### src/source/noc_defs.svh
`ifndef NOC_DEFS_SVH
`define NOC_DEFS_SVH

// Sample and flit payload width
`define NOC_DW 32

// Per-node accumulator width
`define SUM_DW 64

// Flit address field
`define ADDR_W 4

// Chain length, also the id of the end node
`define NUM_NODES 4

// Node 1 only packs flits, routers start here
`define FIRST_ROUTED_ID 2

`endif

### src/source/noc_pkg.sv
`include "noc_defs.svh"

package noc_pkg;

    // Raw sample as it enters the chain
    typedef logic [`NOC_DW-1:0] sample_t;

    // Running sum kept by each processor
    typedef logic [`SUM_DW-1:0] sum_t;

    typedef logic [`ADDR_W-1:0] node_id_t;

    // Link word, address in the upper bits
    typedef struct packed {
        node_id_t addr;
        sample_t  payload;
    } flit_t;

    // Ingress item before it is turned into a flit
    typedef struct packed {
        node_id_t dest;
        sample_t  sample;
    } addr_sample_t;

endpackage

### src/source/stream_slice.sv
`timescale 1ns/100ps

module stream_slice #(
    parameter type payload_t = logic
) (
    input  logic     clk,
    input  logic     reset,
    input  logic     in_valid,
    output logic     in_ready,
    input  payload_t in_payload,
    output logic     out_valid,
    input  logic     out_ready,
    output payload_t out_payload
);

    payload_t skid_payload;
    logic     skid_valid;
    logic     skid_next;
    logic     in_xfer;
    logic     out_advance;

    assign in_xfer     = in_valid && in_ready;
    // Output register can take a new word this cycle
    assign out_advance = !out_valid || out_ready;

    // Skid entry drains whenever the output moves
    assign skid_next = out_advance ? 1'b0 : (skid_valid || in_xfer);

    always_ff @(posedge clk or posedge reset) begin
        if (reset) begin
            out_valid  <= 1'b0;
            skid_valid <= 1'b0;
            in_ready   <= 1'b0;
        end else begin
            if (out_advance) begin
                out_valid <= skid_valid || in_xfer;
            end
            skid_valid <= skid_next;
            in_ready   <= !skid_next;
        end
    end

    always_ff @(posedge clk) begin
        if (out_advance) begin
            if (skid_valid) begin
                out_payload <= skid_payload;
            end else if (in_xfer) begin
                out_payload <= in_payload;
            end
        end else if (in_xfer) begin
            // Output stalled, park the word
            skid_payload <= in_payload;
        end
    end

endmodule

### src/source/flit_packetizer.sv
`timescale 1ns/100ps
`include "noc_defs.svh"

module flit_packetizer (
    input  logic                 in_valid,
    output logic                 in_ready,
    input  noc_pkg::addr_sample_t in_item,
    output logic                 flit_valid,
    input  logic                 flit_ready,
    output noc_pkg::flit_t       flit
);

    // Header field from the destination
    assign flit.addr    = in_item.dest[`ADDR_W-1:0];

    // Sample rides unchanged in the payload
    assign flit.payload = in_item.sample[`NOC_DW-1:0];

    // No storage here, handshake passes straight through
    assign flit_valid = in_valid;
    assign in_ready   = flit_ready;

endmodule

### src/source/node_router.sv
`timescale 1ns/100ps
`include "noc_defs.svh"

module node_router #(
    parameter int NODE_ID = `FIRST_ROUTED_ID
) (
    input  logic              clk,
    input  logic              reset,
    input  logic              up_valid,
    output logic              up_ready,
    input  noc_pkg::flit_t    up_flit,
    input  logic              local_valid,
    output logic              local_ready,
    input  noc_pkg::flit_t    local_flit,
    output logic              eject_valid,
    input  logic              eject_ready,
    output noc_pkg::sample_t  eject_sample,
    output logic              down_valid,
    input  logic              down_ready,
    output noc_pkg::flit_t    down_flit
);

    // End of the chain takes everything that arrives
    localparam bit IS_LAST = (NODE_ID == `NUM_NODES);

    logic           to_eject;
    logic           eject_in_valid;
    logic           eject_in_ready;
    logic           through_valid;
    logic           down_in_valid;
    logic           down_in_ready;
    noc_pkg::flit_t down_in_flit;

    assign to_eject = IS_LAST || (up_flit.addr == noc_pkg::node_id_t'(NODE_ID));

    assign eject_in_valid = up_valid && to_eject;
    assign through_valid  = up_valid && !to_eject;

    // Only the path this flit takes can stall upstream
    assign up_ready = to_eject ? eject_in_ready : down_in_ready;

    // Through traffic wins the downstream slot
    assign down_in_valid = through_valid || local_valid;
    assign down_in_flit  = through_valid ? up_flit : local_flit;
    assign local_ready   = down_in_ready && !through_valid;

    stream_slice #(
        .payload_t(noc_pkg::sample_t)
    ) u_eject_slice (
        .clk        (clk),
        .reset      (reset),
        .in_valid   (eject_in_valid),
        .in_ready   (eject_in_ready),
        .in_payload (up_flit.payload),
        .out_valid  (eject_valid),
        .out_ready  (eject_ready),
        .out_payload(eject_sample)
    );

    stream_slice #(
        .payload_t(noc_pkg::flit_t)
    ) u_down_slice (
        .clk        (clk),
        .reset      (reset),
        .in_valid   (down_in_valid),
        .in_ready   (down_in_ready),
        .in_payload (down_in_flit),
        .out_valid  (down_valid),
        .out_ready  (down_ready),
        .out_payload(down_flit)
    );

endmodule

### src/source/traffic_processor.sv
`timescale 1ns/100ps

module traffic_processor (
    input  logic             clk,
    input  logic             reset,
    input  logic             in_valid,
    output logic             in_ready,
    input  noc_pkg::sample_t in_sample,
    output logic             sum_valid,
    input  logic             sum_ready,
    output noc_pkg::sum_t    sum
);

    noc_pkg::sum_t acc;
    logic          in_xfer;
    noc_pkg::sum_t sample_ext;

    // Hold off new samples while a sum is still waiting
    assign in_ready = !sum_valid;
    assign in_xfer  = in_valid && in_ready;

    // Zero extend up to accumulator width
    assign sample_ext = noc_pkg::sum_t'(in_sample);

    always_ff @(posedge clk or posedge reset) begin
        if (reset) begin
            acc       <= '0;
            sum_valid <= 1'b0;
        end else begin
            if (in_xfer) begin
                acc       <= acc + sample_ext;
                sum_valid <= 1'b1;
            end else if (sum_ready) begin
                // Each new sum goes out exactly once
                sum_valid <= 1'b0;
            end
        end
    end

    assign sum = acc;

endmodule

### src/source/noc_node.sv
`timescale 1ns/100ps
`include "noc_defs.svh"

module noc_node #(
    parameter int NODE_ID = `FIRST_ROUTED_ID
) (
    input  logic           clk,
    input  logic           reset,
    input  logic           up_valid,
    output logic           up_ready,
    input  noc_pkg::flit_t up_flit,
    output logic           down_valid,
    input  logic           down_ready,
    output noc_pkg::flit_t down_flit,
    output logic           sum_valid,
    input  logic           sum_ready,
    output noc_pkg::sum_t  sum
);

    logic             local_valid;
    logic             local_ready;
    noc_pkg::flit_t   local_flit;
    logic             eject_valid;
    logic             eject_ready;
    noc_pkg::sample_t eject_sample;
    logic             proc_sum_valid;
    logic             proc_sum_ready;
    noc_pkg::sum_t    proc_sum;

    node_router #(
        .NODE_ID(NODE_ID)
    ) u_router (
        .clk         (clk),
        .reset       (reset),
        .up_valid    (up_valid),
        .up_ready    (up_ready),
        .up_flit     (up_flit),
        .local_valid (local_valid),
        .local_ready (local_ready),
        .local_flit  (local_flit),
        .eject_valid (eject_valid),
        .eject_ready (eject_ready),
        .eject_sample(eject_sample),
        .down_valid  (down_valid),
        .down_ready  (down_ready),
        .down_flit   (down_flit)
    );

    traffic_processor u_proc (
        .clk      (clk),
        .reset    (reset),
        .in_valid (eject_valid),
        .in_ready (eject_ready),
        .in_sample(eject_sample),
        .sum_valid(proc_sum_valid),
        .sum_ready(proc_sum_ready),
        .sum      (proc_sum)
    );

    if (NODE_ID < `NUM_NODES) begin : g_inject
        noc_pkg::addr_sample_t inj_item;

        // Low half of the new sum goes to the next node
        assign inj_item.dest   = noc_pkg::node_id_t'(NODE_ID + 1);
        assign inj_item.sample = proc_sum[`NOC_DW-1:0];

        flit_packetizer u_pack (
            .in_valid  (proc_sum_valid),
            .in_ready  (proc_sum_ready),
            .in_item   (inj_item),
            .flit_valid(local_valid),
            .flit_ready(local_ready),
            .flit      (local_flit)
        );

        assign sum_valid = 1'b0;
        assign sum       = '0;
    end else begin : g_last
        // End node, sums leave the chain here
        assign local_valid    = 1'b0;
        assign local_flit     = '0;
        assign sum_valid      = proc_sum_valid;
        assign sum            = proc_sum;
        assign proc_sum_ready = sum_ready;
    end

endmodule

### src/source/noc_chain_top.sv
`timescale 1ns/100ps
`include "noc_defs.svh"

module noc_chain_top (
    input  logic              clk,
    input  logic              reset,
    input  logic              in_valid,
    output logic              in_ready,
    input  logic [`NOC_DW-1:0] in_data,
    input  logic [`ADDR_W-1:0] in_dest,
    output logic              out_valid,
    input  logic              out_ready,
    output logic [`SUM_DW-1:0] out_sum
);

    noc_pkg::addr_sample_t ing_item;
    logic                  ing_valid;
    logic                  ing_ready;
    noc_pkg::addr_sample_t ing_slice_item;

    // Links are named by the node that drives them
    logic           link1_valid;
    logic           link1_ready;
    noc_pkg::flit_t link1_flit;
    logic           link2_valid;
    logic           link2_ready;
    noc_pkg::flit_t link2_flit;
    logic           link3_valid;
    logic           link3_ready;
    noc_pkg::flit_t link3_flit;

    assign ing_item.dest   = in_dest;
    assign ing_item.sample = in_data;

    // Node 1, registered ingress then flit packing
    stream_slice #(
        .payload_t(noc_pkg::addr_sample_t)
    ) u_ingress (
        .clk        (clk),
        .reset      (reset),
        .in_valid   (in_valid),
        .in_ready   (in_ready),
        .in_payload (ing_item),
        .out_valid  (ing_valid),
        .out_ready  (ing_ready),
        .out_payload(ing_slice_item)
    );

    flit_packetizer u_node1_pack (
        .in_valid  (ing_valid),
        .in_ready  (ing_ready),
        .in_item   (ing_slice_item),
        .flit_valid(link1_valid),
        .flit_ready(link1_ready),
        .flit      (link1_flit)
    );

    noc_node #(.NODE_ID(`FIRST_ROUTED_ID)) u_node2 (
        .clk(clk), .reset(reset),
        .up_valid(link1_valid), .up_ready(link1_ready), .up_flit(link1_flit),
        .down_valid(link2_valid), .down_ready(link2_ready), .down_flit(link2_flit),
        .sum_valid(), .sum_ready(1'b0), .sum()
    );

    noc_node #(.NODE_ID(`FIRST_ROUTED_ID + 1)) u_node3 (
        .clk(clk), .reset(reset),
        .up_valid(link2_valid), .up_ready(link2_ready), .up_flit(link2_flit),
        .down_valid(link3_valid), .down_ready(link3_ready), .down_flit(link3_flit),
        .sum_valid(), .sum_ready(1'b0), .sum()
    );

    // Nothing sits past the end node
    noc_node #(.NODE_ID(`NUM_NODES)) u_node4 (
        .clk(clk), .reset(reset),
        .up_valid(link3_valid), .up_ready(link3_ready), .up_flit(link3_flit),
        .down_valid(), .down_ready(1'b0), .down_flit(),
        .sum_valid(out_valid), .sum_ready(out_ready), .sum(out_sum)
    );

endmodule

### config.mk
export PLATFORM = sky130hd
export DESIGN_NAME = noc_chain_top
export DESIGN_NICKNAME = d
export VERILOG_FILES = /design/src/source/noc_pkg.sv /design/src/source/stream_slice.sv /design/src/source/flit_packetizer.sv /design/src/source/node_router.sv /design/src/source/traffic_processor.sv /design/src/source/noc_node.sv /design/src/source/noc_chain_top.sv
export VERILOG_INCLUDE_DIRS = /design/src /design/src/source
export SDC_FILE = /design/constraint.sdc
export NUM_CORES = 1
export LEC_CHECK = 0
export BUFFER_PORTS_ARGS = -buffer_cell sky130_fd_sc_hd__buf_2
export CAP_MARGIN = 20
export CORE_AREA = 4 4 231 233
export CTS_CLUSTER_DIAMETER = 60
export DETAILED_ROUTE_END_ITERATION = 8
export DIE_AREA = 0 0 235 237
export HOLD_SLACK_MARGIN = 0.08
export PLACE_DENSITY = 0.62
export SYNTH_ARGS = -nofsm -noshare
export SYNTH_HDL_FRONTEND = slang
export SYNTH_SLANG_ARGS = --single-unit
### constraint.sdc
create_clock -name clk -period 4.81 [get_ports clk]
set_clock_uncertainty 0.1 [all_clocks]
set_input_delay 0 -clock clk [delete_from_list [all_inputs] [get_ports clk]]
set_output_delay 0 -clock clk [all_outputs]
set_load 0.02 [all_outputs]
-- After elaboration in Yosys (flattened, before gate mapping)
Index checks and enable logic that the tools add are counted.
- bits in registers: 613
- input port bits: 40
- add/sub/neg operators: 3
- eq/ne operators: 2
- muxes and demuxes: 28
- bitwise logic cells: 6
- reduce and logical (&&, ||, !) cells: 69
- operators by type and width (kind ; count):
    $mux 32 ; 9
    $add 64x32->64 ; 3
    $mux 36 ; 5
    $reduce_and 2->1 ; 12
    $logic_not 1->1 ; 19
    $reduce_bool 2->1 ; 9
    $logic_and 1x1->1 ; 15
    $logic_or 1x1->1 ; 14
    $mux 1 ; 14
    $eq 4x2->1 const B ; 2
    $not 1->1 ; 6

-- Longest topological paths before layout
Gate-level depths: netlist of run 1.
- word-level depth: 8
- gate-level depth with buffers: 14
- mapped depth without buffers: 13

-- Cells and area by module
A second synthesis of run 1 with hierarchy kept.
- cell total of the unflattened synthesis: 2634
- area total of the unflattened synthesis: 35462.8 sq um
- modules (own cells, without submodules) (module ; times used ; cells an instance ; area each (sq um)):
    stream_slice (u_ingress ...) ; 4 ; 124 ; 2871.5
    traffic_processor (u_node2.u_proc ...) ; 2 ; 485 ; 4406.7
    stream_slice (u_node2.u_router.u_eject_slice ...) ; 3 ; 112 ; 2586.2
    traffic_processor (u_node4.u_proc) ; 1 ; 484 ; 4421.7
    noc_node (u_node2 ...) ; 2 ; 67 ; 495.5
    flit_packetizer ; 3 ; 38 ; 285.3
    node_router (u_node2.u_router) ; 1 ; 48 ; 566.8
    node_router (u_node3.u_router) ; 1 ; 50 ; 561.8
    noc_chain_top ; 1 ; 1 ; 3.8
    noc_node (u_node4) ; 1 ; 1 ; 3.8

-- Worst setup path after synthesis of run 1
OpenSTA, ideal clock, no wires.
- kind: register -> register
- from: register u_ingress.out_payload[32] (netlist name)
- to: register u_ingress.out_payload[0] (netlist name), enable pin
- library setup time: 0.441 ns
- data arrival time: 2.902 ns
- path slack: 1.367 ns
- stages on the path, launching flop included: 4
- period minus slack after synthesis: 3.443 ns
- cell sequence: edfxtp_1 -> nor4b_1 -> mux2i_1 -> a21oi_1
- longest elaborated chain between the ends: 4
- ends and longest elaborated chain (element ; RTL line ; source):
    from (decl) ; stream_slice.sv:13 ; output payload_t out_payload
    from (signal assigned) ; stream_slice.sv:46 ; out_payload <= skid_payload;
    from (signal assigned) ; stream_slice.sv:48 ; out_payload <= in_payload;
    $eq 4x2->1 ; node_router.sv:34 ; assign to_eject = IS_LAST || (up_flit.addr == noc_pkg::node_id_t'(NODE_ID));
    $mux 1 ; node_router.sv:40 ; assign up_ready = to_eject ? eject_in_ready : down_in_ready;
    $logic_or 1x1->1 ; stream_slice.sv:24 ; assign out_advance = !out_valid || out_ready;
    $reduce_and 2->1 (no line) ; n/a ;
No other way between the ends.
A chain may end at the register's enable or synchronous reset.

-- Final worst setup path of run 1
- from: register u_node3.u_proc.acc[0] (netlist: u_node3.u_proc.sum[0])
- to: register u_node3.u_proc.acc[30] (netlist: u_node3.u_proc.sum[30])
- longest elaborated chain between the ends: 1
- ends and longest elaborated chain (element ; RTL line ; source):
    from (decl) ; traffic_processor.sv:14 ; noc_pkg::sum_t acc;
    from (signal assigned) ; traffic_processor.sv:31 ; acc <= acc + sample_ext;
    $add 64x32->64 ; traffic_processor.sv:31 ;
No other way between the ends.

==> run metrics, run 1 <==
Post-CTS Resized 0; Area Overhead vs Synth 16.0%; met2 Resource Use GR 0.271; Post-Synthesis Net Count 2,054; GR Util met3 0.0257; WS Path Type register to register; fin cells 2,845; Die W 235 µm; slew at the pin closest to its max-slew limit 1.12 ns; leak pwr around 12 nW; final hold vios 0; FFs w/ async S/R, synth 0.271; Die Y ~240 µm; Post-synth top flop edfxtp_1; Netlist cell types 72; Mapped Cells 1,917; CP startpoint kind register; grt total ovfl 0; minimum clock period 3.67 ns; DR vias between 10,000 and 15,000; Vias per Instance 5.25; Seq/Total Area, Yosys 0.620; Max-Cap Viols 0; initial antenna violation count 0; Final setup viols 0; first-pass GRT wire length a little under 80 mm; setup TNS 0 ns; HPWL Detailed 31.2 mm; M1 GR Usage 0.226; GPL Wtd Cong 0.871; Max-slew headroom 0.252; most common cell after layout, fill and taps aside edfxtp_1; RSZ-0062 raised after global routing no; IO buf count between 100 and 150; layout cells sized above 1 0.229; Clock Latency Late Sink 0.60 ns; number of global-route vias before repair 15,200; total clock buffers created by CTS 58; initial DRC count 690; worst min path class input port to register; clock tree buffer depth 3; worst path arrival time around 4 ns; nets@finish between 2,000 and 2,500; Max IR drop VDD 0.336 mV; Syn Area/Cell between 10 and 15 µm²; Worst Path Required approximately 5.2 ns; Yosys reg bits 549; antenna cells 0; Routed WL 45.4 mm; outcome finished, final reports clean; Post-synth EDFFs 400; # clock sinks 549; f_max ~0.27 GHz; htree depth 2; hold_buf cts between 70 and 80; CTS tree done; Placed Cells 2,657; wire per inst 16.0 µm; worst-path fanout max 4; Mapped Area 25,400 µm²; CP Cell Sequence ha_1 > fa_1 > a21oi_1 > o211ai_1 > o41ai_2 > o22ai_1 > o31a_1 > a221o_1 > nor3b_2 > nor2_1 > a211o_1; largest net degree at the start of global routing 108; Largest delay share family, worst path compound AO/OA/AOI/OAI gates; Initial Util 0.496; Final Cycle Share 0.764; CP bufs+invs 0; synth warn 0; Remaining DRCs 0; area leader, netlist edfxtp_1; Root Driver clkbuf_16; DRT antenna net count 0; Global Route Usage Sum 0.164; Util after Layout 0.576; Slew Limit Fails 0; CP endpoint kind register; Reg clk slew, reported paths 0.06 ns; Synth top area share 0.473; row count 83; power density over the cells 613 nW/µm²; I/O pin cnt about 110; DR pass1 iterations 5; most frequent cells in the layout 400 x edfxtp_1, 270 x nand2_1, 236 x mux2_2; GR peak layer met2; post-CTS setup buffers 0; Worst path max stage delay 0.45 ns; die footprint around 56,000 µm²; main area contributors after synthesis edfxtp_1 47%, dfrtp_1 15%, mux2_2 10%, ha_1 4.6%, nand2_1 4.0%; Core Area between 50,000 and 60,000 µm²; Worst path slowest cell o41ai_2
==> report_power, final <==
group          internal [mW]  switching [mW]
logic                   2.79            3.71
clock network           2.56            1.79
registers               6.57           0.649
total                   11.9            6.15
==> per-stage QoR <==
stage / setup slack, ns / hold slack [ns] / total power, mW / instance area [µm²]
detailed placement: 1.17 / 0.0844 / 13.7 / 26700
finish: 1.14 / 0.143 / 18.1 / 29500
global route: 0.834 / 0.125 / 19.4 / 29500
floorplan: 0.702 / -0.00355 / 12.2 / 25400
CTS: 1.13 / 0.0946 / 18.2 / 29400
global placement: 1.26 / 0.0797 / 13.5 / 26700
==> path summary, 6_finish.rpt <==
check | startpoint | endpoint | slack [ns] | depth (start not counted)
max | u_node3.u_proc.sum[0]$_DFFE_PP0P_ | u_node3.u_proc.sum[30]$_DFFE_PP0P_ | 1.14 | 11
min | in_data[15] | u_ingress.out_payload[15]$_DFFE_PP_ | 0.14 | 3
max reg2reg | u_node3.u_proc.sum[0]$_DFFE_PP0P_ | u_node3.u_proc.sum[30]$_DFFE_PP0P_ | 1.14 | 11
min reg2reg | u_node3.u_router.u_down_slice.out_payload[5]$_DFFE_PP_ | u_node4.u_router.u_eject_slice.skid_payload[5]$_DFFE_PP_ | 0.35 | 0
max in group asynchronous | reset | u_node2.u_proc.sum[25]$_DFFE_PP0P_ | 3.20 | 5
min in group asynchronous | reset | u_node3.u_proc.sum[6]$_DFFE_PP0P_ | 0.43 | 4
==> registers in the layout, indices dropped and copies added (netlist names), 36 cells and up <==
signal,count
u_node4.u_proc.sum,64
u_ingress.out_payload,36
u_ingress.skid_payload,36
u_node2.u_router.u_down_slice.out_payload,36
u_node2.u_router.u_down_slice.skid_payload,36
==> cell families (layout without fill, tap and decap cells) <==
kind of cell               Yosys count  after routing  share of synthesized area
and+or+nand+nor                    475            475                     0.0866
DFF                                549            549                      0.620
xor gates and xnor gates           111            111                     0.0383
AOI/OAI and AO/OA                  339            339                     0.0845
muxes                              239            239                      0.106
buffers and inverters              107            355                     0.0163
adders and majority gates           97             97                     0.0487
==> routing by layer <==
metal	vias up	wire length, µm
met3	61	1690
met4	0	969
met2	254	21400
li1	7514	-
met5	-	0
met1	7113	21400
==> synthesized netlist by cell type (all sizes together), types with 3 or more instances <==
library cell and instances:
nor3b 4, a31o 3, ha 94, nand2b 26, o21a 9, o31ai 9, o21bai 9, dfrtp 149
mux2i 3, o21ai 122, nor3 19, nand2 271, or4 3, nor4 12, a211o 4, inv 40
o41ai 3, mux2 236, and3 13, edfxtp 400, xor2 45, a211oi 7, a221oi 3, nor2 39
a21o 41, nand3 31, nor2b 8, fa 3, and4 5, clkbuf 60, o211ai 11, xnor2 66
or2 9, a31oi 16, a221o 3, buf 7, and2 6, nand4 22, a21oi 78
==> final cells by class <==
type	count	area, µm²
Clock inverter	33	348
Clock buffer	75	1530
Fill cell	4055	21700
Tap cell	680	851
Inverter	40	155
Timing Repair Buffer	207	1540
Sequential cell	549	15700
Multi-Input combinational cell	1261	9310
==> tightest hold or removal path: cells and delay by family <==
family | cells | cell delay [ns]
buf+inv | 2 | 0.61
mux | 1 | 0.13
Power figures use the tool's default switching activity.
==> run 2: changes to the inputs <==
--- a/config.mk
+++ b/config.mk
@@ -13,7 +13,7 @@
 export DETAILED_ROUTE_END_ITERATION = 8
 export DIE_AREA = 0 0 235 237
 export HOLD_SLACK_MARGIN = 0.08
-export PLACE_DENSITY = 0.62
+export PLACE_DENSITY = 0.65
 export SYNTH_ARGS = -nofsm -noshare
 export SYNTH_HDL_FRONTEND = slang
 export SYNTH_SLANG_ARGS = --single-unit
==> constraint.sdc (replaced) <==
create_clock -name clk -period 3.01 [get_ports clk]
set_clock_uncertainty 0.1 [all_clocks]
set_input_delay 0 -clock clk [delete_from_list [all_inputs] [get_ports clk]]
set_output_delay 0 -clock clk [all_outputs]
set_load 0.02 [all_outputs]
==> run 2 against run 1 <==
The run now ends with setup timing left; clock-buffer cell count grew 10; power up 70%; register-to-register slack got worse by 1.2 ns; wire length is 7.7% higher; global-route usage up 0.99 points; hold slack better by 0.0065 ns; utilization up 2.3 points; die area unchanged; cell area grew 4.1%; sequential power increased by 61%; clock power rose by 60%; critical path type unchanged.
==> run metrics, run 2 (synthesis results as in run 1) <==
grt total ovfl 0 (unchanged); DRT antenna net count 0 (unchanged); Max IR drop VDD 0.624 mV (+86%); Clock Latency Late Sink 0.61 ns (about the same); CTS tree done; Slew Limit Fails 0 (unchanged); dpl ws -0.193 ns (-1.36 ns); IO buf count 105 (unchanged); min setup slack post-route -0.0911 ns (-1.23 ns); I/O pin cnt 106 (unchanged); Die Y 237 µm (unchanged); Die W 235 µm (unchanged); failing checks setup timing; f_max 0.322 GHz (+18%); wire per inst 16.6 µm (+4.1%); Reg clk slew, reported paths 0.06 ns (about the same); Util after Layout 0.599 (+0.0235); largest net degree at the start of global routing 82 (-24%); layout cells sized above 1 0.288 (+0.0598); most frequent cells in the layout 400 x edfxtp_1, 270 x nand2_1, 236 x mux2_2; Final Cycle Share 1.03 (+0.266); RSZ-0062 raised after global routing yes; DR vias 15,600 (+4.7%); WS Path Type register to register; Vias per Instance 5.31 (+1.1%); Remaining DRCs 0 (unchanged); # clock sinks 549 (unchanged); Max-Cap Viols 0 (unchanged); antenna cells 0 (unchanged); CP startpoint kind register; htree depth 2 (unchanged); Final setup viols 12 (+12); Root Driver clkbuf_16; Max-slew headroom 0.516 (+0.264); Initial Util 0.496 (unchanged); power density over the cells 1000 nW/µm² (+63%); worst min path class input port to register; Worst Path Required 3.39 ns (-1.79 ns); worst path arrival time 3.48 ns (-0.57 ns); worst hold start in_dest[3]; number of flip-flops in the largest register 64 (unchanged); worst reg2reg path depth 15 (+4); worst-path fanout max 7 (+3); GPL Wtd Cong 0.859 (-1.3%); R2R Setup Slk -0.09 ns (-1.23 ns); Routed WL 48.9 mm (+7.7%); slew at the pin closest to its max-slew limit 0.726 ns (-0.393 ns); Hold EP u_ingress.out_payload[35]$_DFFE_PP_; CP endpoint kind register; initial DRC count 668 (-3.2%); total clock buffers created by CTS 59 (+1.7%); HPWL Detailed 32.8 mm (+5.3%); DR pass1 iterations 5 (unchanged); outcome finished, violations left; number of global-route vias before repair 16,000 (+5.6%); most common cell after layout, fill and taps aside edfxtp_1; reg2reg end u_node4.u_proc.sum[62]$_DFFE_PP0P_; first-pass GRT wire length 82.0 mm (+6.1%); R2R Path Start u_node4.u_router.u_eject_slice.out_payload[0]$_DFFE_PP_; leak pwr 12.3 nW (+5.4%); nets@finish 2,350 (+4.3%); clock tree buffer depth 3 (unchanged); Global Route Usage Sum 0.174 (+0.00994); row count 83 (unchanged); die footprint 55,700 µm² (unchanged); minimum clock period 3.10 ns (-0.573 ns); Area Overhead vs Synth 20.8%; Core Area 51,200 µm² (unchanged); hold depth 3 (unchanged); initial antenna violation count 0 (unchanged); final hold vios 0 (unchanged)
[run 2: changes by cell type in the layout (fill, tap and decap cells not counted), moves of 7 or more]
cell	before	now
a21oi_1	70	60
a21oi_2	6	16
buf_4	22	111
ha_1	94	85
o21ai_0	95	84
o21ai_1	26	33
[run 2: how the worst max path moves through the flow]
stage                                                                       start  cells past startpoint                            endpoint  slack, ns
after detailed placement                        u_node3.u_proc.sum[0]$_DFFE_PP0P_                     11  u_node3.u_proc.sum[30]$_DFFE_PP0P_      -0.19
after global routing                            u_node3.u_proc.sum[0]$_DFFE_PP0P_                     11  u_node3.u_proc.sum[30]$_DFFE_PP0P_      -0.20
final                     u_node4.u_router.u_eject_slice.out_payload[0]$_DFFE_PP_                     15  u_node4.u_proc.sum[62]$_DFFE_PP0P_      -0.09
after floorplan                                 u_node3.u_proc.sum[0]$_DFFE_PP0P_                     11  u_node3.u_proc.sum[30]$_DFFE_PP0P_      -0.10
after CTS                                       u_node3.u_proc.sum[0]$_DFFE_PP0P_                     11  u_node3.u_proc.sum[30]$_DFFE_PP0P_      -0.08
after global placement                          u_node2.u_proc.sum[0]$_DFFE_PP0P_                     14  u_node2.u_proc.sum[18]$_DFFE_PP0P_      -0.17
[run 2: timing repair]
item | CTS | global route
hold endpoints to repair | 261 | 0
hold buffers | 77 | 0
endpoints found under the setup margin | 45 | 69
buffers inserted | 13 | 12
gates resized for setup | 26 | 58
pin swaps | 11 | 47
gates cloned | 0 | 1
[run 2: cell type report]
class | count | area, µm²
Sequential cell | 549 | 15700
Clock inverter | 27 | 260
Multi-Input combinational cell | 1261 | 9730
Timing Repair Buffer | 302 | 2300
Tap cell | 680 | 851
Inverter | 40 | 154
Fill cell | 3930 | 20500
Clock buffer | 85 | 1630
[run 2: where the power goes]
part / switching, mW / total [mW] / internal, mW
Sequential: 1.08 / 11.6 / 10.5
Combinational: 6.57 / 12.2 / 5.64
Clock: 2.90 / 6.95 / 4.05
[run 2: through the flow]
step	instances	area, µm²	hold slack (ns)	power [mW]	TNS, ns
5_1_grt	2944	30700	0.130	32.9	-3.41
3_3_place_gp	2732	27400	-0.00783	22.5	-1.14
4_1_cts	2934	30300	0.0941	30.4	-0.156
6_report	2944	30700	0.150	30.7	-0.564
2_1_floorplan	1917	25500	-0.00355	19.6	-0.105
3_5_place_dp	2732	27400	0.0106	22.8	-2.81
[run 2: worst max-delay path, cell delays in order, from the launching register on]
cell	delay, ns
edfxtp_1	0.42
ha_4	0.19
inv_2	0.05
fa_2	0.20
nand2b_4	0.13
a21oi_2	0.06
o211ai_1	0.19
o2111a_1	0.25
a21o_1	0.17
a21oi_2	0.07
a21o_2	0.22
a311oi_4	0.30
buf_6	0.17
clkbuf_16	0.16
and3b_1	0.18
xor2_1	0.13
[run 2: layer usage]
| layer | part of all wire | GRT usage |
|---|---|---|
| met2 | 0.49 | 0.296 |
| met4 | 0.022 | 0.0471 |
| met3 | 0.037 | 0.0280 |
| met5 | 0 | 0 |
| met1 | 0.46 | 0.234 |
